File: src/design/rv_pkg.sv
package rv_pkg;

    localparam int XLEN        = 32;
    localparam int REG_AW      = 5;
    localparam int IMEM_DEPTH  = 64;
    localparam int IMEM_AW     = 6;
    localparam int QUEUE_DEPTH = 4;
    localparam int QUEUE_AW    = $clog2(QUEUE_DEPTH);
    localparam int MUL_CYCLES  = 3;
    localparam int MUL_CW      = $clog2(MUL_CYCLES);
    localparam logic [XLEN-1:0] RESET_PC = '0;

    typedef logic [XLEN-1:0]   word_t;
    typedef logic [REG_AW-1:0] reg_idx_t;

    localparam logic [6:0] OP_REG    = 7'b0110011;
    localparam logic [6:0] OP_IMM    = 7'b0010011;
    localparam logic [6:0] OP_SYSTEM = 7'b1110011;

    localparam word_t ECALL_WORD = 32'h0000_0073;

    localparam logic [2:0] F3_ADD_SUB = 3'b000;
    localparam logic [2:0] F3_XOR     = 3'b100;
    localparam logic [2:0] F3_OR      = 3'b110;
    localparam logic [2:0] F3_AND     = 3'b111;
    localparam logic [2:0] F3_MUL     = 3'b000;
    localparam logic [6:0] F7_SUB     = 7'b0100000;
    localparam logic [6:0] F7_MULDIV  = 7'b0000001;

    typedef struct packed {
        logic [6:0] funct7;
        reg_idx_t   rs2;
        reg_idx_t   rs1;
        logic [2:0] funct3;
        reg_idx_t   rd;
        logic [6:0] opcode;
    } instr_r_t;

    typedef struct packed {
        logic [11:0] imm12;
        reg_idx_t    rs1;
        logic [2:0]  funct3;
        reg_idx_t    rd;
        logic [6:0]  opcode;
    } instr_i_t;

    // Opcode sits in the same bits in both views
    typedef union packed {
        instr_r_t r_fmt;
        instr_i_t i_fmt;
    } instr_u;

    typedef enum logic [2:0] {ALU_ADD, ALU_SUB, ALU_AND, ALU_OR, ALU_XOR, ALU_MUL} alu_op_t;

endpackage

File: src/design/rv_instr_if.sv
`timescale 1ns/100ps

interface rv_instr_if
    import rv_pkg::*;
();

    logic   valid;
    word_t  pc;
    instr_u instr;
    logic   take;   // Receiver accepts this cycle

    modport src (
        output valid,
        output pc,
        output instr,
        input  take
    );

    modport dst (
        input  valid,
        input  pc,
        input  instr,
        output take
    );

endinterface

File: src/design/rv_fetch.sv
`timescale 1ns/100ps

module rv_fetch
    import rv_pkg::*;
(
    input  logic               clk,
    input  logic               rst_n_i,
    input  logic               load_en_i,
    input  logic [IMEM_AW-1:0] load_addr_i,
    input  word_t              load_data_i,
    input  logic               run_i,
    rv_instr_if.src            out
);

    word_t imem [IMEM_DEPTH];
    word_t pc;
    word_t cur_word;
    logic  stopped;
    logic  xfer;

    // Program memory load port
    always_ff @(posedge clk) begin
        if (load_en_i) begin
            imem[load_addr_i] <= load_data_i;
        end
    end

    assign cur_word = imem[pc[IMEM_AW+1:2]];   // Word addressed

    assign out.valid = run_i && !stopped;
    assign out.pc    = pc;
    assign out.instr = cur_word;

    assign xfer = out.valid && out.take;

    always_ff @(posedge clk) begin
        if (!rst_n_i) begin
            pc      <= RESET_PC;
            stopped <= 1'b0;
        end else if (xfer) begin
            pc <= pc + word_t'(4);
            // Nothing past the ECALL leaves fetch
            if (cur_word == ECALL_WORD) begin
                stopped <= 1'b1;
            end
        end
    end

endmodule

File: src/flat_wrapper.sv
// flat-port wrapper written by rule: the top's interface ports become plain ports
module rv_fetch_flat import rv_pkg::*;
  (clk, rst_n_i, load_en_i, load_addr_i, load_data_i, run_i, out_valid, out_pc, out_instr, out_take);
  rv_instr_if out_i ();
  input  logic clk;
  input  logic rst_n_i;
  input  logic load_en_i;
  input  logic [IMEM_AW-1:0] load_addr_i;
  input  word_t load_data_i;
  input  logic run_i;
  output wire logic [$bits(out_i.valid)-1:0] out_valid;
  output wire logic [$bits(out_i.pc)-1:0] out_pc;
  output wire logic [$bits(out_i.instr)-1:0] out_instr;
  input wire logic [$bits(out_i.take)-1:0] out_take;
  assign out_valid = out_i.valid;
  assign out_pc = out_i.pc;
  assign out_instr = out_i.instr;
  assign out_i.take = out_take;
  rv_fetch u_core (.clk(clk), .rst_n_i(rst_n_i), .load_en_i(load_en_i), .load_addr_i(load_addr_i), .load_data_i(load_data_i), .run_i(run_i), .out(out_i));
endmodule
File: config.mk
export PLATFORM = sky130hd
export DESIGN_NAME = rv_fetch_flat
export DESIGN_NICKNAME = d
export VERILOG_FILES = /design/src/design/rv_pkg.sv /design/src/design/rv_instr_if.sv /design/src/design/rv_fetch.sv /design/src/flat_wrapper.sv
export SDC_FILE = /design/constraint.sdc
export NUM_CORES = 2
export LEC_CHECK = 0
export ABC_AREA = 1
export ABC_CLOCK_PERIOD_IN_PS = 16600
export BUFFER_PORTS_ARGS = -buffer_cell sky130_fd_sc_hd__buf_2
export CAP_MARGIN = 25
export CELL_PAD_IN_SITES_DETAIL_PLACEMENT = 0
export CELL_PAD_IN_SITES_GLOBAL_PLACEMENT = 1
export CORE_MARGIN = 4
export CORE_UTILIZATION = 40
export CTS_CLUSTER_DIAMETER = 100
export DETAILED_ROUTE_END_ITERATION = 8
export GPL_ROUTABILITY_DRIVEN = 0
export PLACE_DENSITY_LB_ADDON = 0.1
export SYNTH_ARGS = -nofsm -noshare
export SYNTH_HDL_FRONTEND = slang
export SYNTH_SLANG_ARGS = --single-unit
File: constraint.sdc
create_clock -name clk -period 16.6 [get_ports clk]
set_clock_uncertainty 0.05 [all_clocks]
set_input_delay 3.32 -clock clk [delete_from_list [all_inputs] [get_ports clk]]
set_output_delay 3.32 -clock clk [all_outputs]
set_load 0.1 [all_outputs]
# ---- Yosys cells after proc, flatten, opt, wreduce, memory -nomap -nowiden
# Memory sizes are Yosys's and may differ from the RTL's. A register that Yosys moved wholly into a read port is not among the register bits.
# Index checks and enable logic that the tools add are counted.
# Widths: inputs -> output; s select.
dict set report word_totals {
  mem_bits_rw 2048
  reg_bits 33
  out_inout_bits 65
  mem_count 1
  in_bits 43
  elab_cells 13
}
dict set report op_classes {
  eq_ne 1
  n_reduce_logical 4
  add_sub_neg 1
  n_mux 4
}
# name words width rd rd_ports_with_merged_regs wr line_no
set memory_table {}
lappend memory_table {u_core.imem 64 32 1 1 1 rv_fetch.sv:15} ;# word_t imem [IMEM_DEPTH];
# cell n
set ops {}
lappend ops {{$add 32x3->32 const B} 1}
lappend ops {{$eq 32x7->1 const B} 1}
lappend ops {{$mux 6} 2}
lappend ops {{$logic_and 1x1->1} 2}
lappend ops {{$mux 1} 2}
lappend ops {{$reduce_and 2->1} 1}
lappend ops {{$logic_not 1->1} 1}

# ---- Longest topological paths before layout
dict set report depth {
  word_depth 5
  mapped_depth 19
  mapped_depth_nobuf 16
}

# ---- Least setup slack after synthesis
# Ideal clock, no wire load.
dict set report synth_timing {
  path_kind {input -> output}
  startpoint {in run_i}
  endpoint {out out_valid}
  path_stages 2
  path_buffers 0
  required_time_ns 13.230
  path_slack_ns 8.632
  t_arrival_ns 4.598
  cell_sequence {inv_1 > nor2_1}
}
dict set report synth_via {
  elab_chain_cells 1
}
# element line_no
set synth_lines {}
lappend synth_lines {{start, declared} flat_wrapper.sv:10} ;# input logic run_i;
lappend synth_lines {{$logic_and 1x1->1} rv_fetch.sv:30} ;# assign out.valid = run_i && !stopped;
lappend synth_lines {{end, declared} flat_wrapper.sv:11} ;# output wire logic [$bits(out_i.valid)-1:0] out_valid;
# Every way passes these cells.

==> results.md <==
- Status: finished, final reports clean
- Max VDD drop: 111 uV
- Relative slew margins: 0.224
- Tmin final: 9.60 ns
- Sequential area share after synthesis: 0.745
- CTS Buffer Depth: 3
- Pwr Total: 11300 uW
- Fmax: 104 MHz
- CTS buffer count: 224
- Ys async rst share: 0
- Routed vias: 54813
- Worst skew pair latency: 0.86 ns
- Die Span X: 465 um
- WL final: 272 mm
- Dominant cells by area after synthesis: edfxtp_1, nand3_1, nand2_1, buf_2, dfxtp_1
- Critical path type: flop to output pin
- DP Wirelength: 135 mm
- Top-area cell type share of the netlist area: 0.736
- Worst EP required: 13.23 ns
- Top-count cell post-synth: nand2_1
- Fin crit share: 0.578
- Postcts setup bufs: 0
- WP data arrival: 6.23 ns
- Tot GR Track Use: 0.247
- Placed inst area: 87500 um2
- Number of enable flip-flop cells after synthesis: 2048
- Cells after Synth: 6927
- Clk root buf: clkbuf_16
- Initial core utilization: 0.403
- Setup Viol. Count Final: 0
- Area grow syn2layout: 12.9%
- Startpoint Class: flop
- Max-slew violations: 0
- Setup ws final: 7.00 ns
- IO Pins: 108
- Worst Hold Class: flop to flop
- Clock sinks: 2085
- Antenna-violating nets left: 0
- Measured slew at the worst slew-check pin: 1.16 ns
- Worst-path fanout max: 85
- First-pass GRT wire length: 387 mm
- Seq cells post-synth: 2085
- Setup TNS: 0 ns
- Design area: 94300 um2
- Grt ovf: 0
- Ys Warns: 0
- Post_cts resized: 0
- Drt first-iter violations: 6111
- Synth Flop Type: edfxtp_1
- Port bufs: 105
- DRC: 0
- Die Area: 216000 um2
- Syn_area_per_cell: 12.1 um2
- Via/cell ratio: 5.51
- Row cnt: 167
- PwrDens: 119 nW/um2
- Die Ht: 465 um
- WHS: 0.427 ns
- H-tree Lvls: 4
- Hold Vio Cnt, Final: 0
- CTS Hold Bufs: 0
- Area of the core: 207000 um2
- Placement Setup Slack: 7.89 ns
- Worst-path clk slew: 0.06 ns
- Post-synth cell types: 34
- Syn Std Cell Area: 83500 um2
- Pre-Repair DR Iteration Count: 6
- Routed wire per std cell: 27.4 um
- Area leader, netlist: edfxtp_1
- TritonCTS clock tree: yes
- Most frequent cells after synthesis: nand2_1, edfxtp_1, nand3_1
- Element type at the critical path end: output pin
- Unrepaired setup endpoints after global routing: false
- Layout cells sized above 1: 0.0910
- Largest net degree at the start of global routing: 180
- Initial antenna violation count: 19
- Max-cap violations: 0
- Vias in the first global route: 52328
- Layout Nets: 7024
- Leakage Power: 0.0326 uW
[where the power goes]
| group | switching (uW) | leakage [uW] | internal (uW) | total, uW |
|---|---|---|---|---|
| Combinational | 543 | 0.0105 | 153 | 696 |
| Sequential | 14.8 | 0.0187 | 5820 | 5830 |
| Clock | 2070 | 0.00334 | 2670 | 4740 |
[layer usage]
layer | track usage | routed length, um
met5 | 0 | 63
met3 | 0.0385 | 17600
met1 | 0.351 | 120000
met2 | 0.393 | 126000
met4 | 0.0768 | 8630
[cell families (layout without fill, tap and decap cells)]
kind of cell / count (synthesis) / in the layout / share of synthesized area
fa+ha+maj: 1 / 1 / 0.000150
buf+inv: 521 / 756 / 0.0283
compound gates: 64 / 64 / 0.00419
xor+xnor: 8 / 8 / 0.000839
mux: 9 / 9 / 0.00108
other cells: 1 / 4 / 0.0000449
simple gates: 4238 / 4238 / 0.220
flops: 2085 / 2085 / 0.745
[stage by stage]
stage,std cells,utilization
after global routing,9953,0.455
final,9953,0.455
after floorplan,6928,-
after global placement,9533,0.421
after CTS,9950,0.454
after detailed placement,9541,0.421
[critical path: stages, from the launching register on]
cell and delay, ns:
dfxtp_4 0.87, buf_4 0.77, buf_4 0.84, buf_4 0.88, nand2_1 0.13, nand3_1 0.13, nand3_1 0.08, nand3_1 0.12
nand3_1 0.21, nand2_1 0.23, mux2i_1 0.35, inv_1 0.17, buf_2 0.44
[sequential cells by signal, summed over array words and instances, names as in the netlist, named ones only]
register        cells
u_core.stopped      1
u_core.out.pc      30
u_core.imem      2048
[path summary, 6_finish.rpt]
| kind | from | end | slack (ns) | cells past startpoint |
|---|---|---|---|---|
| max | flop | out_instr[21] | 7.00 | 12 |
| min | u_core.out.pc[31]$_SDFFE_PN0P_ | u_core.out.pc[31]$_SDFFE_PN0P_ | 0.43 | 2 |
| max reg2reg | flop | u_core.stopped$_SDFFE_PN0P_ | 10.63 | 16 |
| min reg2reg | u_core.out.pc[31]$_SDFFE_PN0P_ | u_core.out.pc[31]$_SDFFE_PN0P_ | 0.43 | 2 |
[cell type report]
type / count / area (um2)
fill: 18864 / 113000
antenna: 2 / 5.00
clock buffer: 276 / 5820
timing repair buffer: 278 / 2010
inverter: 69 / 300
tap: 2788 / 3490
multi-input combinational: 4322 / 19400
clock inverter: 133 / 1010
sequential: 2085 / 62300
[cells in the final DEF (no fill, tap or decap), drive strengths merged, types with 2 or more instances in the layout]
cell type,synthesis,final
nor3,12,12
nor4,10,10
o22ai,9,9
clkinv,2,110
bufinv,0,13
diode,0,2
inv,67,75
nand4,11,11
nand2,2161,2161
nor2,111,111
clkinvlp,0,4
clkbuf,158,276
buf,294,278
mux2i,9,9
o21ai,29,29
nand3,1932,1932
o21a,2,2
xor2,7,7
dfxtp,37,37
conb,1,2
edfxtp,2048,2048
a21oi,20,20
Note: power is estimated with default switching activity, not from simulation.
