**src/design/rv_pkg.sv**
```systemverilog
package rv_pkg;

    localparam int XLEN        = 32;
    localparam int REG_AW      = 5;
    localparam int IMEM_DEPTH  = 64;
    localparam int IMEM_AW     = 6;
    localparam int QUEUE_DEPTH = 4;
    localparam int QUEUE_AW    = $clog2(QUEUE_DEPTH);
    localparam int MUL_CYCLES  = 3;
    localparam int MUL_CW      = $clog2(MUL_CYCLES);
    localparam logic [XLEN-1:0] RESET_PC = '0;

    typedef logic [XLEN-1:0]   word_t;
    typedef logic [REG_AW-1:0] reg_idx_t;

    localparam logic [6:0] OP_REG    = 7'b0110011;
    localparam logic [6:0] OP_IMM    = 7'b0010011;
    localparam logic [6:0] OP_SYSTEM = 7'b1110011;

    localparam word_t ECALL_WORD = 32'h0000_0073;

    localparam logic [2:0] F3_ADD_SUB = 3'b000;
    localparam logic [2:0] F3_XOR     = 3'b100;
    localparam logic [2:0] F3_OR      = 3'b110;
    localparam logic [2:0] F3_AND     = 3'b111;
    localparam logic [2:0] F3_MUL     = 3'b000;
    localparam logic [6:0] F7_SUB     = 7'b0100000;
    localparam logic [6:0] F7_MULDIV  = 7'b0000001;

    typedef struct packed {
        logic [6:0] funct7;
        reg_idx_t   rs2;
        reg_idx_t   rs1;
        logic [2:0] funct3;
        reg_idx_t   rd;
        logic [6:0] opcode;
    } instr_r_t;

    typedef struct packed {
        logic [11:0] imm12;
        reg_idx_t    rs1;
        logic [2:0]  funct3;
        reg_idx_t    rd;
        logic [6:0]  opcode;
    } instr_i_t;

    // Opcode sits in the same bits in both views
    typedef union packed {
        instr_r_t r_fmt;
        instr_i_t i_fmt;
    } instr_u;

    typedef enum logic [2:0] {ALU_ADD, ALU_SUB, ALU_AND, ALU_OR, ALU_XOR, ALU_MUL} alu_op_t;

endpackage

```
**src/design/rv_instr_if.sv**
```systemverilog
`timescale 1ns/100ps

interface rv_instr_if
    import rv_pkg::*;
();

    logic   valid;
    word_t  pc;
    instr_u instr;
    logic   take;   // Receiver accepts this cycle

    modport src (
        output valid,
        output pc,
        output instr,
        input  take
    );

    modport dst (
        input  valid,
        input  pc,
        input  instr,
        output take
    );

endinterface

```
**src/design/rv_fetch_queue.sv**
```systemverilog
`timescale 1ns/100ps

module rv_fetch_queue
    import rv_pkg::*;
(
    input  logic    clk,
    input  logic    rst_n_i,
    rv_instr_if.dst in,
    rv_instr_if.src out
);

    word_t  pc_mem    [QUEUE_DEPTH];
    instr_u instr_mem [QUEUE_DEPTH];

    logic [QUEUE_AW-1:0] wr_ptr;
    logic [QUEUE_AW-1:0] rd_ptr;
    logic [QUEUE_AW:0]   count;
    logic                push;
    logic                pop;

    assign in.take   = count != (QUEUE_AW+1)'(QUEUE_DEPTH);
    assign out.valid = count != '0;
    assign out.pc    = pc_mem[rd_ptr];
    assign out.instr = instr_mem[rd_ptr];

    assign push = in.valid && in.take;
    assign pop  = out.valid && out.take;

    always_ff @(posedge clk) begin
        if (push) begin
            pc_mem[wr_ptr]    <= in.pc;
            instr_mem[wr_ptr] <= in.instr;
        end
    end

    // Pointers wrap on their own, depth is a power of two
    always_ff @(posedge clk) begin
        if (!rst_n_i) begin
            wr_ptr <= '0;
            rd_ptr <= '0;
            count  <= '0;
        end else begin
            if (push) begin
                wr_ptr <= wr_ptr + 1'b1;
            end
            if (pop) begin
                rd_ptr <= rd_ptr + 1'b1;
            end
            case ({push, pop})
                2'b10:   count <= count + 1'b1;
                2'b01:   count <= count - 1'b1;
                default: count <= count;   // Both or neither
            endcase
        end
    end

endmodule

```
**src/flat_wrapper.sv**
```systemverilog
// flat-port wrapper written by rule: the top's interface ports become plain ports
module rv_fetch_queue_flat import rv_pkg::*;
  (clk, rst_n_i, in_valid, in_pc, in_instr, in_take, out_valid, out_pc, out_instr, out_take);
  rv_instr_if in_i ();
  rv_instr_if out_i ();
  input  logic clk;
  input  logic rst_n_i;
  input wire logic [$bits(in_i.valid)-1:0] in_valid;
  input wire logic [$bits(in_i.pc)-1:0] in_pc;
  input wire logic [$bits(in_i.instr)-1:0] in_instr;
  output wire logic [$bits(in_i.take)-1:0] in_take;
  output wire logic [$bits(out_i.valid)-1:0] out_valid;
  output wire logic [$bits(out_i.pc)-1:0] out_pc;
  output wire logic [$bits(out_i.instr)-1:0] out_instr;
  input wire logic [$bits(out_i.take)-1:0] out_take;
  assign in_i.valid = in_valid;
  assign in_i.pc = in_pc;
  assign in_i.instr = in_instr;
  assign in_take = in_i.take;
  assign out_valid = out_i.valid;
  assign out_pc = out_i.pc;
  assign out_instr = out_i.instr;
  assign out_i.take = out_take;
  rv_fetch_queue u_core (.clk(clk), .rst_n_i(rst_n_i), .in(in_i), .out(out_i));
endmodule
```
**config.mk**
```make
export PLATFORM = sky130hd
export DESIGN_NAME = rv_fetch_queue_flat
export DESIGN_NICKNAME = d
export VERILOG_FILES = /design/src/design/rv_pkg.sv /design/src/design/rv_instr_if.sv /design/src/design/rv_fetch_queue.sv /design/src/flat_wrapper.sv
export SDC_FILE = /design/constraint.sdc
export NUM_CORES = 1
export LEC_CHECK = 0
export ABC_AREA = 1
export BUFFER_PORTS_ARGS = -buffer_cell sky130_fd_sc_hd__buf_2
export CAP_MARGIN = 20
export CORE_MARGIN = 10
export CORE_UTILIZATION = 27
export DETAILED_ROUTE_END_ITERATION = 10
export PLACE_DENSITY_LB_ADDON = 0.2
export SLEW_MARGIN = 25
export SYNTH_ARGS = -nofsm -noshare
export SYNTH_HDL_FRONTEND = slang
export SYNTH_SLANG_ARGS = --single-unit
export TNS_END_PERCENT = 1
```
**constraint.sdc**
```tcl
create_clock -name clk -period 12.2 [get_ports clk]
set_clock_uncertainty 0.2 [all_clocks]
set_input_delay 1.83 -clock clk [delete_from_list [all_inputs] [get_ports clk]]
set_output_delay 1.83 -clock clk [all_outputs]
set_load 0.01 [all_outputs]
```
=== Word-level counts from Yosys, hierarchy flattened ===
Memory sizes are Yosys's and may differ from the RTL's. A register that Yosys moved wholly into a read port is not among the register bits.
Index checks and enable logic that the tools add are counted.

* Add/subtract/negate cells: 4
* Eq/ne operators: 3
* Multiplexer cells: 7
* Reductions and logical operators: 4

{| class="wikitable"
|+ Operators by type and width
! operator !! count
|-
| $mux W2 || 4
|-
| $pmux W3 S2 || 1
|-
| $add A2 B1 Y2 const B || 2
|-
| $add A3 B1 Y3 const B || 1
|-
| $ne A3 B3 Y1 const B || 1
|-
| $reduce_bool A3 Y1 || 1
|-
| $sub A3 B1 Y3 const B || 1
|-
| $eq A2 B1 Y1 const B || 1
|-
| $eq A2 B2 Y1 const B || 1
|-
| $logic_and A1 B1 Y1 || 2
|-
| $mux W1 || 2
|-
| $reduce_bool A2 Y1 || 1
|}

* Flip-flop bits (word level): 7
* Bits in writable memories: 256
* Input port bits: 68
* Output and inout bits: 66
* Logic and storage cells: 23
* Memories: 2

{| class="wikitable"
|+ Memory list
! name !! words !! width !! read ports !! clocked after Yosys merged registers in !! wr ports !! line !! text
|-
| u_core.instr_mem || 4 || 32 || 1 || 1 || 1 || rv_fetch_queue.sv:13 || <nowiki>instr_u instr_mem [QUEUE_DEPTH];</nowiki>
|-
| u_core.pc_mem || 4 || 32 || 1 || 1 || 1 || rv_fetch_queue.sv:12 || <nowiki>word_t pc_mem [QUEUE_DEPTH];</nowiki>
|}

=== Logic depth before layout (Yosys ltp) ===
* Depth in word-level cells: 4
* Mapped depth: 13
* Gate-level depth less buffers: 13

=== Least setup slack after synthesis ===
No wires, ideal clock.

* Path kind: input port to flip-flop
* Start point: input port in_valid
* End point: memory u_core.instr_mem[0][0] in the netlist's numbering (enable)
* Library setup time: 0.487 ns
* Arrival time: 4.659 ns
* Required time: 11.513 ns
* Path slack: 6.855 ns
* Cell stages on the path: 2
* Path buffers: 0
* Path through: nand2_1 -> nor2_1

* Longest elaborated chain between the ends: 3

{| class="wikitable"
|+ Ends and longest elaborated chain
! element !! line !! text
|-
| start, declared || flat_wrapper.sv:8 || <nowiki>input wire logic [$bits(in_i.valid)-1:0] in_valid;</nowiki>
|-
| $logic_and A1 B1 Y1 || rv_fetch_queue.sv:26 || <nowiki>assign push = in.valid && in.take;</nowiki>
|-
| $mux W1 || rv_fetch_queue.sv:30 || <nowiki>if (push) begin</nowiki>
|-
| $mux W1 (implied by the code) || rv_fetch_queue.sv:32 || <nowiki>instr_mem[wr_ptr] <= in.instr;</nowiki>
|-
| end, declared || rv_fetch_queue.sv:13 ||
|}

Every way passes these cells.

==> results.md <==
- Outcome: complete, no violations
- RSZ-0062 raised after global routing: false
- Reg power frac: 0.466
- Ratio of final minimum period to clock period: 0.4100
- HP Class: flip-flop to flip-flop
- Chip Width: 212.2 µm
- Maximum clock frequency: between 150 and 200 MHz
- Hold Vio Cnt, Final: 0
- Vias: approximately 5900
- Core area: roughly 37000 µm²
- CTS Sinks: ~270
- Global-route wire length before repair: about 36000 µm
- Hold Path Origin: u_core.rd_ptr[1]
- Max IR drop VDD: 150.7 µV
- Asr flop ratio synth: 0
- Layout Nets: between 800 and 900
- DR WL met3: approximately 1300 µm
- PortBufs: between 100 and 150
- M1 wire length: roughly 11000 µm
- Register area share after synthesis: 0.7890
- Met2 Routed Length: 11500 µm
- Most frequent cell after synthesis: edfxtp_1
- Post-CTS Setup Inserts: 0
- Post-synthesis mux area share: 0
- Initial DRC Count: 261
- Clk pwr share: 0.314
- DR pass1 iterations: 4
- Top cell type's share of synthesized area: 0.7709
- Synth Area in Simple Gates: 0.06010
- Detail Route Antenna Nets: 0
- Num CTS Buffers: 29
- PD cells: 202.9 nW/µm²
- Latest clock arrival within the worst-skew pair: approximately 0.54 ns
- Top Layer Used: met5
- Synthesis Warnings: 0
- Drt wl/cell: 18.29 µm
- I/O pins: 134
- CP endpoint kind: output port
- Via density: 4.529
- Fill cells: approximately 3600
- Final Wtd Congestion: roughly 0.67
- Die ar.: between 40000 and 50000 µm²
- Synth Flop Type: edfxtp_1
- Wirelength, routed: around 24000 µm
- Post-CTS Hold Buffers: 0
- Mapped Avg Cell Area: approximately 15 µm²
- Setup TNS: 0 ns
- CTS tree: yes
- Crit path max fanout: 72
- Data required, critical path: 10.17 ns
- Top cells by area, synth: edfxtp_1 77%, nor2_1 5.2%, o22ai_1 4.0%
- Critical path class: flip-flop to output port
- Max Root-Sink Buffers: 3
- # resized after CTS: 0
- GRT Total Usage: 0.1036
- Area Growth Syn to Fin: 18.90%
- CP Launch Type: flip-flop
- FF-to-FF Start: u_core.count[1]
- Post-Synth XOR/XNOR Area: 0
- Slew Limit Fails: 0
- Clock transition at path regs: ~0.050 ns
- Starting Density: 0.2730
- CTS H-Tree Depth: 1
- Layout cells sized above 1: 0.2149
- Clock root cell: clkbuf_16
- EDFF count, synth: 256
- Slew margin rel.: 0.4556
- Setup-failing EPs final: 0
- Commonest cells post-synth: 256 x edfxtp_1, 138 x nor2_1, 74 x o21ai_0
- Internal power: roughly 1700 µW
- #FFs+latches synth: about 270
- Initial antenna violation count: 3
- Largest area contributor in the netlist: edfxtp_1
- Leakage dissipation: between 0.004 and 0.005 µW
- # DRC: 0
- Total overflow reported by the global router: 0
- Die H: 212.2 µm
- Synth Area in Adders: 0.008281
- Crit path arrival time: ~3.0 ns
- Number of global-route vias before repair: ~6100
- Gate power share: 0.220
- FP Rows: 70
- Worst Max-Slew Pin Slew: between 0.8 and 0.9 ns
- Reg2Reg Setup Slack: 9.83 ns
- Synth Area in Compound Gates: 0.1079
- PnR Total Power: around 2400 µW
- Switching share of power: 0.2997
- Cells after Synth: 687
- MaxCap Viol Count: 0
- Pin count of the biggest net entering global routing: between 70 and 80
- Final min period: approximately 5.0 ns
- NetSw: around 720 µW
- Largest family of logic cells by synthesized area: compound AO/OA/AOI/OAI gates
- Mapped Area: about 10000 µm²
- Synthesized Nets: 761
- Post-DP HPWL: 12910 µm
- Yosys cell types: 19
## state kept, by name (all words and copies together), names as in the netlist, named ones only
register	count
u_core.instr_mem	128
u_core.count	3
u_core.rd_ptr	2
u_core.pc_mem	128
u_core.wr_ptr	2
## routing by layer
metal | vias up | global-route usage
met3 | 33 | 0.02665
met5 | - | 0
met4 | 2 | 0.02777
li1 | 2827 | -
met1 | 2920 | 0.1314
met2 | 119 | 0.1717
## layout make-up
class	count	area [µm²]	area share
sequential	265	7873	0.6640
clock buffer	40	767.0	0.06469
timing repair buffer	141	740.7	0.06247
antenna	2	5.005	0.0004221
inverter	18	70.07	0.005910
clock inverter	6	27.53	0.002322
tap	468	585.6	0.04939
multi-input combinational	363	1788	0.1508
## per-stage QoR
| stage | hold WS [ns] | cells | instance area, µm² | utilization | setup slack, ns |
|---|---|---|---|---|---|
| floorplan | 0.2621 | 687 | 9972 | - | 6.855 |
| global placement | 0.2883 | 1255 | 11040 | 0.3023 | 7.672 |
| detailed placement | 0.2872 | 1255 | 11050 | 0.3025 | 7.614 |
| CTS | 0.2968 | 1301 | 11840 | 0.3243 | 7.037 |
| global route | 0.3132 | 1301 | 11850 | 0.3245 | 6.880 |
| finish | 0.2957 | 1303 | 11860 | 0.3246 | 7.198 |
## power by group through the flow
| stage | Sequential, µW | Clock [µW] | Combinational (µW) |
|---|---|---|---|
| 2_1_floorplan | 1120 | 0 | 356 |
| 3_3_place_gp | 1140 | 0 | 547 |
| 3_5_place_dp | 1140 | 0 | 551 |
| 4_1_cts | 1120 | 785 | 552 |
| 5_1_grt | 1130 | 821 | 600 |
| 6_report | 1120 | 755 | 530 |
## worst paths after layout
| check | to | cells after the start |
|---|---|---|
| setup / recovery | out_pc[4] | 5 |
| hold / removal | flip-flop | 2 |
| setup reg to reg | u_core.count[2] | 12 |
| hold reg to reg | flip-flop | 2 |
## worst max-delay path, stage by stage, from the launching register on
cell and delay [ns]:
dfxtp_4 0.54, inv_4 0.56, buf_4 0.73, nor2_1 0.08, o22ai_1 0.29, buf_2 0.19
## cell families after synthesis
logic type                 after synthesis
DFF                                    265
AOI/OAI and AO/OA                      199
and+or+nand+nor                        158
buffers and inverters                   59
adders and majority gates                6
## placed cells by master (no fill, tap or decap), types with 2 or more instances in the layout
| cell type | instances |
|---|---|
| nand3_1 | 5 |
| edfxtp_1 | 256 |
| clkbuf_16 | 29 |
| o21ai_0 | 74 |
| inv_1 | 16 |
| dfxtp_1 | 7 |
| nor2_1 | 134 |
| buf_6 | 4 |
| diode_2 | 2 |
| clkinv_1 | 5 |
| nor2_4 | 4 |
| o22ai_1 | 64 |
| buf_4 | 4 |
| clkbuf_1 | 11 |
| nand2_1 | 15 |
| buf_2 | 133 |
| a21oi_1 | 5 |
| ha_1 | 5 |
| o21ai_1 | 56 |
Note: power is estimated with default switching activity, not from simulation.
