File: config.mk
export PLATFORM = sky130hd
export DESIGN_NAME = rv_execute_flat
export DESIGN_NICKNAME = d
export VERILOG_FILES = /design/src/design/rv_pkg.sv /design/src/design/rv_instr_if.sv /design/src/design/rv_execute.sv /design/src/flat_wrapper.sv
export SDC_FILE = /design/constraint.sdc
export NUM_CORES = 2
export LEC_CHECK = 0
export BUFFER_PORTS_ARGS = -buffer_cell sky130_fd_sc_hd__buf_2
export CAP_MARGIN = 25
export CORE_MARGIN = 4
export CORE_UTILIZATION = 40
export DETAILED_ROUTE_END_ITERATION = 12
export GPL_TIMING_DRIVEN = 1
export PLACE_DENSITY_LB_ADDON = 0.2
export SLEW_MARGIN = 15
export SYNTH_ARGS = -nofsm -noshare
export SYNTH_HDL_FRONTEND = slang
export SYNTH_SLANG_ARGS = --single-unit
File: constraint.sdc
create_clock -name clk -period 11.35 [get_ports clk]
set_clock_uncertainty 0.2 [all_clocks]
set_input_delay 2.27 -clock clk [delete_from_list [all_inputs] [get_ports clk]]
set_output_delay 2.27 -clock clk [all_outputs]
set_load 0.05 [all_outputs]
File: src/design/rv_pkg.sv
package rv_pkg;

    localparam int XLEN        = 32;
    localparam int REG_AW      = 5;
    localparam int IMEM_DEPTH  = 64;
    localparam int IMEM_AW     = 6;
    localparam int QUEUE_DEPTH = 4;
    localparam int QUEUE_AW    = $clog2(QUEUE_DEPTH);
    localparam int MUL_CYCLES  = 3;
    localparam int MUL_CW      = $clog2(MUL_CYCLES);
    localparam logic [XLEN-1:0] RESET_PC = '0;

    typedef logic [XLEN-1:0]   word_t;
    typedef logic [REG_AW-1:0] reg_idx_t;

    localparam logic [6:0] OP_REG    = 7'b0110011;
    localparam logic [6:0] OP_IMM    = 7'b0010011;
    localparam logic [6:0] OP_SYSTEM = 7'b1110011;

    localparam word_t ECALL_WORD = 32'h0000_0073;

    localparam logic [2:0] F3_ADD_SUB = 3'b000;
    localparam logic [2:0] F3_XOR     = 3'b100;
    localparam logic [2:0] F3_OR      = 3'b110;
    localparam logic [2:0] F3_AND     = 3'b111;
    localparam logic [2:0] F3_MUL     = 3'b000;
    localparam logic [6:0] F7_SUB     = 7'b0100000;
    localparam logic [6:0] F7_MULDIV  = 7'b0000001;

    typedef struct packed {
        logic [6:0] funct7;
        reg_idx_t   rs2;
        reg_idx_t   rs1;
        logic [2:0] funct3;
        reg_idx_t   rd;
        logic [6:0] opcode;
    } instr_r_t;

    typedef struct packed {
        logic [11:0] imm12;
        reg_idx_t    rs1;
        logic [2:0]  funct3;
        reg_idx_t    rd;
        logic [6:0]  opcode;
    } instr_i_t;

    // Opcode sits in the same bits in both views
    typedef union packed {
        instr_r_t r_fmt;
        instr_i_t i_fmt;
    } instr_u;

    typedef enum logic [2:0] {ALU_ADD, ALU_SUB, ALU_AND, ALU_OR, ALU_XOR, ALU_MUL} alu_op_t;

endpackage

File: src/design/rv_instr_if.sv
`timescale 1ns/100ps

interface rv_instr_if
    import rv_pkg::*;
();

    logic   valid;
    word_t  pc;
    instr_u instr;
    logic   take;   // Receiver accepts this cycle

    modport src (
        output valid,
        output pc,
        output instr,
        input  take
    );

    modport dst (
        input  valid,
        input  pc,
        input  instr,
        output take
    );

endinterface

File: src/design/rv_execute.sv
`timescale 1ns/100ps

module rv_execute
    import rv_pkg::*;
(
    input  logic     clk,
    input  logic     rst_n_i,
    rv_instr_if.dst  in,
    output logic     retire_valid_o,
    output word_t    retire_pc_o,
    output reg_idx_t retire_rd_o,
    output word_t    retire_data_o,
    output logic     done_o
);

    word_t rf [2**REG_AW];

    logic [6:0] dec_opcode;
    reg_idx_t   dec_rs1;
    reg_idx_t   dec_rs2;
    reg_idx_t   dec_rd;
    word_t      dec_imm;
    logic       dec_is_imm;
    logic       dec_ecall;
    alu_op_t    dec_op;
    word_t      op_a;
    word_t      op_b;

    logic              ex_valid;
    word_t             ex_pc;
    reg_idx_t          ex_rd;
    alu_op_t           ex_op;
    word_t             ex_a;
    word_t             ex_b;
    logic              ex_ecall;
    logic [MUL_CW-1:0] mul_cnt;
    logic              ex_fire;
    logic              fwd_valid;
    logic              take_now;
    word_t             alu_res;

    assign dec_opcode = in.instr.r_fmt.opcode;
    assign dec_is_imm = dec_opcode == OP_IMM;
    assign dec_ecall  = dec_opcode == OP_SYSTEM;

    always_comb begin
        dec_rs1 = in.instr.r_fmt.rs1;
        dec_rs2 = in.instr.r_fmt.rs2;
        dec_rd  = '0;
        dec_imm = '0;
        dec_op  = ALU_ADD;
        if (dec_is_imm) begin
            // ADDI is the only I-type op
            dec_rd  = in.instr.i_fmt.rd;
            dec_imm = {{(XLEN-12){in.instr.i_fmt.imm12[11]}}, in.instr.i_fmt.imm12};
        end else if (dec_opcode == OP_REG) begin
            dec_rd = in.instr.r_fmt.rd;
            if (in.instr.r_fmt.funct7 == F7_MULDIV && in.instr.r_fmt.funct3 == F3_MUL) begin
                dec_op = ALU_MUL;
            end else begin
                case (in.instr.r_fmt.funct3)
                    F3_ADD_SUB: dec_op = (in.instr.r_fmt.funct7 == F7_SUB) ? ALU_SUB : ALU_ADD;
                    F3_XOR:     dec_op = ALU_XOR;
                    F3_OR:      dec_op = ALU_OR;
                    F3_AND:     dec_op = ALU_AND;
                    default:    dec_op = ALU_ADD;
                endcase
            end
        end
    end

    // Result leaving execute this cycle bypasses the register file
    assign fwd_valid = ex_fire && ex_rd != '0;

    always_comb begin
        op_a = rf[dec_rs1];
        if (dec_rs1 == '0) begin
            op_a = '0;
        end else if (fwd_valid && dec_rs1 == ex_rd) begin
            op_a = alu_res;
        end
    end

    always_comb begin
        op_b = rf[dec_rs2];
        if (dec_is_imm) begin
            op_b = dec_imm;
        end else if (dec_rs2 == '0) begin
            op_b = '0;
        end else if (fwd_valid && dec_rs2 == ex_rd) begin
            op_b = alu_res;
        end
    end

    always_comb begin
        case (ex_op)
            ALU_SUB: alu_res = ex_a - ex_b;
            ALU_AND: alu_res = ex_a & ex_b;
            ALU_OR:  alu_res = ex_a | ex_b;
            ALU_XOR: alu_res = ex_a ^ ex_b;
            ALU_MUL: alu_res = ex_a * ex_b;   // Low half only
            default: alu_res = ex_a + ex_b;
        endcase
    end

    assign ex_fire = ex_valid && (ex_op != ALU_MUL || mul_cnt == MUL_CW'(MUL_CYCLES - 1));

    // Hold off while a multiply is running or an ECALL is pending
    assign in.take  = !(done_o || (ex_valid && !ex_fire) || (ex_valid && ex_ecall));
    assign take_now = in.valid && in.take;

    always_ff @(posedge clk) begin
        if (!rst_n_i) begin
            ex_valid       <= 1'b0;
            mul_cnt        <= '0;
            retire_valid_o <= 1'b0;
            done_o         <= 1'b0;
        end else begin
            retire_valid_o <= ex_fire;
            if (ex_fire && ex_ecall) begin
                done_o <= 1'b1;
            end
            if (take_now) begin
                ex_valid <= 1'b1;
            end else if (ex_fire) begin
                ex_valid <= 1'b0;
            end
            mul_cnt <= (ex_valid && !ex_fire) ? mul_cnt + 1'b1 : '0;
        end
    end

    always_ff @(posedge clk) begin
        if (take_now) begin
            ex_pc    <= in.pc;
            ex_rd    <= dec_rd;
            ex_op    <= dec_op;
            ex_a     <= op_a;
            ex_b     <= op_b;
            ex_ecall <= dec_ecall;
        end
        if (ex_fire) begin
            retire_pc_o   <= ex_pc;
            retire_rd_o   <= ex_rd;
            retire_data_o <= ex_ecall ? '0 : alu_res;
            if (ex_rd != '0) begin
                rf[ex_rd] <= alu_res;   // x0 stays zero
            end
        end
    end

endmodule

File: src/flat_wrapper.sv
// flat-port wrapper written by rule: the top's interface ports become plain ports
module rv_execute_flat import rv_pkg::*;
  (clk, rst_n_i, retire_valid_o, retire_pc_o, retire_rd_o, retire_data_o, done_o, in_valid, in_pc, in_instr, in_take);
  rv_instr_if in_i ();
  input  logic clk;
  input  logic rst_n_i;
  output logic retire_valid_o;
  output word_t retire_pc_o;
  output reg_idx_t retire_rd_o;
  output word_t retire_data_o;
  output logic done_o;
  input wire logic [$bits(in_i.valid)-1:0] in_valid;
  input wire logic [$bits(in_i.pc)-1:0] in_pc;
  input wire logic [$bits(in_i.instr)-1:0] in_instr;
  output wire logic [$bits(in_i.take)-1:0] in_take;
  assign in_i.valid = in_valid;
  assign in_i.pc = in_pc;
  assign in_i.instr = in_instr;
  assign in_take = in_i.take;
  rv_execute u_core (.clk(clk), .rst_n_i(rst_n_i), .in(in_i), .retire_valid_o(retire_valid_o), .retire_pc_o(retire_pc_o), .retire_rd_o(retire_rd_o), .retire_data_o(retire_data_o), .done_o(done_o));
endmodule
* Word-level counts from Yosys, hierarchy flattened
Memories as Yosys holds them, arrays and structs flattened. A register that Yosys moved wholly into a read port is not among the register bits.
Index checks and enable logic that the tools add are counted.
** Word-level totals
- Bits in registers :: 147
- Bits in writable memories :: 1024
- Output and inout bits :: 72
- Logic and storage cells :: 73
- Memories :: 1
** Operators by class
- Add/sub/neg operators :: 3
- Multiply operators :: 1
- Equal/unequal tests :: 16
- Muxes and demuxes :: 14
- Bitwise gates (word level) :: 4
- Reductions and logical operators :: 21
** Memory list
- u_core.rf :: words 32, bits a word 32, rd ports 2, clocked after memory_dff 1, wr ports 1, RTL line rv_execute.sv:16 : word_t rf [2**REG_AW];
** Operators by type and width (number)
- case mux 32 bit (5 select lines) :: 1
- 2-to-1 mux 32 bit :: 3
- adder 32 bit :: 1
- bitwise AND 32 bit :: 1
- multiplier 32 x 32 -> 32 bit :: 1
- bitwise OR 32 bit :: 1
- subtractor 32 bit :: 1
- bitwise XOR 32 bit :: 1
- equality test 3 bit (second input constant) :: 5
- equality test 7 x 6 -> 1 bit (second input constant) :: 2
- case mux 3 bit (4 select lines) :: 1
- logical NOT 5 bit :: 2
- 2-to-1 mux 5 bit :: 2
- logical AND 1 bit :: 8
- equality test 7 x 1 -> 1 bit (second input constant) :: 1
- equality test 7 x 5 -> 1 bit (second input constant) :: 1
- equality test 7 bit (second input constant) :: 1
- equality test 3 x 2 -> 1 bit (second input constant) :: 2
- 2-to-1 mux 1 bit :: 6
- equality test 5 bit :: 1
- nonzero test 5 bit :: 1
- equality test 3 x 1 -> 1 bit (second input constant) :: 1
- logical NOT 3 bit :: 1
- logical OR 1 bit :: 3
- other kinds (10) :: 11

* Logic depth before layout (Yosys ltp)
- Depth in word-level cells :: 10
- Depth in mapped cells :: 30

* Worst setup path after synthesis
OpenSTA, ideal clock, no wires.
- Path type :: register -> register
- From :: register u_core.ex_b[4]
- To :: register u_core.ex_b[23], data pin
- Setup time :: 0.138 ns
- Data arrival time :: 8.275 ns
- Required time :: 11.012 ns
- Setup slack :: 2.737 ns
- Cell stages (with the launch flop) :: 27
- Clock period less this slack :: 8.613 ns
- Cells stage by stage :: edfxtp_1 > clkbuf_1 > inv_1 > clkbuf_1 > clkbuf_1 > nor2_1 > fa_1 > inv_1 > fa_1 > fa_1 > fa_1 > inv_1 > fa_1 > inv_1 > fa_1 > inv_1 > fa_1 > fa_1 > ha_1 > and3_1 > and2_1 > a32o_1 > a311oi_1 > or4b_1 > a32oi_1 > o21ai_0 > nand2_1
** Between the ends
- Longest elaborated chain between the ends :: 5
- Elaborated cells between the ends (all ways) :: 7
- Classes of those cells :: add/sub: 2; mul: 1; mux: 4
** RTL lines
- from (decl) :: RTL line rv_execute.sv:34 : word_t ex_b;
- from (signal assigned) :: RTL line rv_execute.sv:138 : ex_b <= op_b;
- multiplier 32 x 32 -> 32 bit (tied with other cells) :: RTL line rv_execute.sv:101 : ALU_MUL: alu_res = ex_a * ex_b;
- case mux 32 bit (5 select lines) * :: RTL line rv_execute.sv:96 : case (ex_op)
- named net u_core.alu_res[23] :: RTL line rv_execute.sv:40 : word_t alu_res;
- 2-to-1 mux 32 bit * :: RTL line rv_execute.sv:90 : end else if (fwd_valid && dec_rs2 == ex_rd) begin
- 2-to-1 mux 32 bit * :: RTL line rv_execute.sv:88 : end else if (dec_rs2 == '0) begin
- 2-to-1 mux 32 bit * :: RTL line rv_execute.sv:86 : if (dec_is_imm) begin
- named net u_core.op_b[23] :: RTL line rv_execute.sv:27 : word_t op_b;
The timed path passes the listed nets; every way through them passes the cells marked *.
A chain may end at the register's enable or synchronous reset.

* Worst setup path after layout
- From :: register u_core.ex_b[2]
- To :: memory u_core.rf[10][30] (netlist bit), data pin
** Between the ends
- Longest elaborated chain between the ends :: 2
- Elaborated cells between the ends (all ways) :: 4
- Classes of those cells :: add/sub: 2; mul: 1; mux: 1
** RTL lines (RTL line)
- multiplier 32 x 32 -> 32 bit (tied with other cells) :: rv_execute.sv:101
- case mux 32 bit (5 select lines) * :: rv_execute.sv:96
- named net u_core.alu_res[30] :: rv_execute.sv:40
- to (decl) :: rv_execute.sv:16
Marked as above.

==> out/results.txt <==
Status: completed
Final Max Tran Viols: 0
Min Tclk post-route: 9.59 ns
RSZ-0062 raised after global routing: no
Synth Instances: 4801
Most common library cell in the layout ignoring fill and taps: edfxtp_1
Starting density of the core: 0.403
CP startpoint kind: flip-flop
Worst skew pair latency: 0.78 ns
Req. time, crit path: 11.49 ns
Mapped cell area: 72800 um2
Grt total ovfl: 0
DRC viols: 0
Most frequent cells in the layout: 1198 x edfxtp_1, 640 x mux4_2, 458 x inv_1, 430 x nor2_1, 409 x fa_1
Synthesis-stage register bit count: 1203
Top-area cell type share of the netlist area: 0.494
Vias in the first global route: 46500
Vias: 44600
Post-CTS Setup Bufs: 0
Die height: 435 um
Wire per inst: 32.0 um
CTS Root Cell: clkbuf_16
Pin count of the biggest net entering global routing: 122
Yosys cell types: 81
Post-DP HPWL: 151 mm
Crit. End Element: flip-flop
Die Area: 189000 um2
Syn. warnings: 0
Final Hold Violating Endpoints: 0
# IOs: 139
Async SR Flop Fraction: 0
Layout cells sized above 1: 0.234
Hold_buf cts: 0
Util after Layout: 0.449
Final setup violation count: 0
Port-buffer cells: 138
Fill count: 15900
Total track usage: 0.249
H-tree Lvls: 3
Final #Nets: 5646
First-pass GRT wire length: 340 mm
Clk buf depth: 3
CTS tree: built
Drt via density: 6.01
Tcrit/Tclk final: 0.845
WS Path Type: flip-flop to flip-flop
EDFF count, synth: 1198
Die Wd: 435 um
Max Clock Freq: 104 MHz
MaxCap Viol Count: 0
Core area: 181000 um2
Post-synthesis average cell area: 15.2 um2
Crit-path max FO: 32
Routed wire length: 237 mm
Crit path DAT: 9.74 ns
Layout area overhead: 11.5%
Top_reg_cell synth: edfxtp_1
DRC violation total after the first TritonRoute iteration: 4774
DR pass1 iterations: 5
GPL Wtd Cong: 0.981
Top post-synthesis cells by area: edfxtp_1 49%, mux4_2 20%, fa_1 11%
Initial antenna violation count: 2
Clock sinks: 1203
Final ANT Viol Nets: 0
# diodes: 0
Sequential area share after synthesis: 0.495
Slew @ Worst Pin: 1.21 ns
Post-CTS Resized: 0
Hold Path Class: flip-flop to flip-flop
Slew headroom: 0.193
Clock transition at path regs: 0.09 ns
Post-synth top area cell: edfxtp_1
Setup_tns: 0 ns
TritonCTS buffer count: 120
Row count: 156
-- cell usage after synthesis, types with 6 or more instances --
| cell type | instances |
|---|---|
| o221ai_1 | 13 |
| nor3_1 | 23 |
| and2_1 | 11 |
| fa_1 | 409 |
| o21ai_1 | 8 |
| xor2_1 | 29 |
| a211oi_1 | 53 |
| nor2b_1 | 57 |
| o211ai_1 | 7 |
| mux4_2 | 640 |
| o22ai_1 | 35 |
| nand4_1 | 12 |
| and3_1 | 8 |
| ha_1 | 220 |
| a21o_1 | 23 |
| clkinv_1 | 16 |
| o41ai_1 | 6 |
| edfxtp_1 | 1198 |
| nand3_1 | 14 |
| mux2i_1 | 46 |
| or3_1 | 8 |
| nand3b_1 | 7 |
| o31ai_1 | 6 |
| a22o_1 | 9 |
| o21a_1 | 13 |
| o21ai_0 | 56 |
| a21boi_0 | 6 |
| nand2_1 | 313 |
| a21oi_1 | 116 |
| inv_1 | 458 |
| a31oi_1 | 14 |
| clkbuf_1 | 214 |
| buf_1 | 71 |
| buf_2 | 12 |
| nor2_1 | 463 |
| nand2b_1 | 7 |
| a22oi_1 | 7 |
| xnor2_1 | 106 |
| inv_2 | 7 |
-- stage by stage --
| stage | std cells | setup slack, ns | hold WS, ns | cell area (um2) |
|---|---|---|---|---|
| floorplan | 4832 | 2.74 | 0.192 | 72900 |
| global placement | 7188 | 1.72 | 0.200 | 77100 |
| detailed placement | 7192 | 1.58 | 0.206 | 77100 |
| CTS | 7414 | 1.55 | 0.216 | 81100 |
| global route | 7420 | 1.49 | 0.225 | 81200 |
| finish | 7420 | 1.76 | 0.215 | 81200 |
-- worst paths after layout --
check | start | depth (start not counted) | end | slack [ns]
worst max-delay path | u_core.ex_b[2]$_DFFE_PP_ | 25 | u_core.rf[10][30]$_DFFE_PP_ | 1.76
worst min-delay path | u_core.ex_pc[6]$_DFFE_PP_ | 0 | u_core.retire_pc_o[6]$_DFFE_PP_ | 0.22
worst min register to register | u_core.ex_pc[6]$_DFFE_PP_ | 0 | u_core.retire_pc_o[6]$_DFFE_PP_ | 0.22
worst max register to register | u_core.ex_b[2]$_DFFE_PP_ | 25 | u_core.rf[10][30]$_DFFE_PP_ | 1.76
-- metal layers --
metal	track usage	up-vias	part of all wire
met4	0.0964	4	0.043
met2	0.422	1892	0.50
met3	0.0346	438	0.068
li1	-	18200	-
met5	0	-	0.00011
met1	0.327	24100	0.39
-- kinds of logic after synthesis --
group | synth area share
AOI/OAI and AO/OA | 0.0373
xor gates and xnor gates | 0.0168
adders and majority gates | 0.150
buffers and inverters | 0.0405
DFF | 0.495
muxes | 0.204
other | 0.0000515
and+or+nand+nor | 0.0557
-- sequential cells by signal (all words and copies together), names as in the netlist --
register and flops:
u_core.retire_valid_o 1, u_core.ex_b 32, u_core.retire_pc_o 32, u_core.retire_rd_o 5
u_core.ex_op 3, u_core.ex_a 32, u_core.rf 1024, u_core.done_o 1
u_core.mul_cnt 2, u_core.ex_ecall 1, u_core.retire_data_o 32, u_core.ex_rd 5
u_core.ex_pc 32, u_core.ex_valid 1
-- layout make-up --
cell class / instances / area [um2] / share of cell area
clock buffer: 148 / 3110 / 0.0383
clock inverter: 74 / 835 / 0.0103
inverter: 481 / 1810 / 0.0222
multi-input combinational: 2850 / 34300 / 0.423
sequential: 1203 / 36100 / 0.444
tap: 2370 / 2970 / 0.0365
timing repair buffer: 294 / 2100 / 0.0259
-- worst max-delay path: stages (launching register included) --
cell,delay (ns)
edfxtp_1,0.36
buf_4,0.20
inv_1,0.67
nor2_1,0.14
fa_1,0.58
inv_1,0.05
fa_1,0.45
fa_1,0.49
inv_1,0.06
fa_1,0.54
ha_1,0.22
ha_1,0.27
inv_1,0.05
fa_1,0.49
inv_1,0.05
fa_1,0.49
ha_1,0.36
or3_1,0.17
nor3_1,0.04
o41ai_1,1.01
o2111ai_1,0.47
nand2_1,0.29
a21oi_1,0.11
xnor2_1,0.14
a221oi_1,0.62
inv_1,0.58
Power is not shown: default switching activity piles up to over one toggle a cycle in this logic, so the estimate is an artifact.
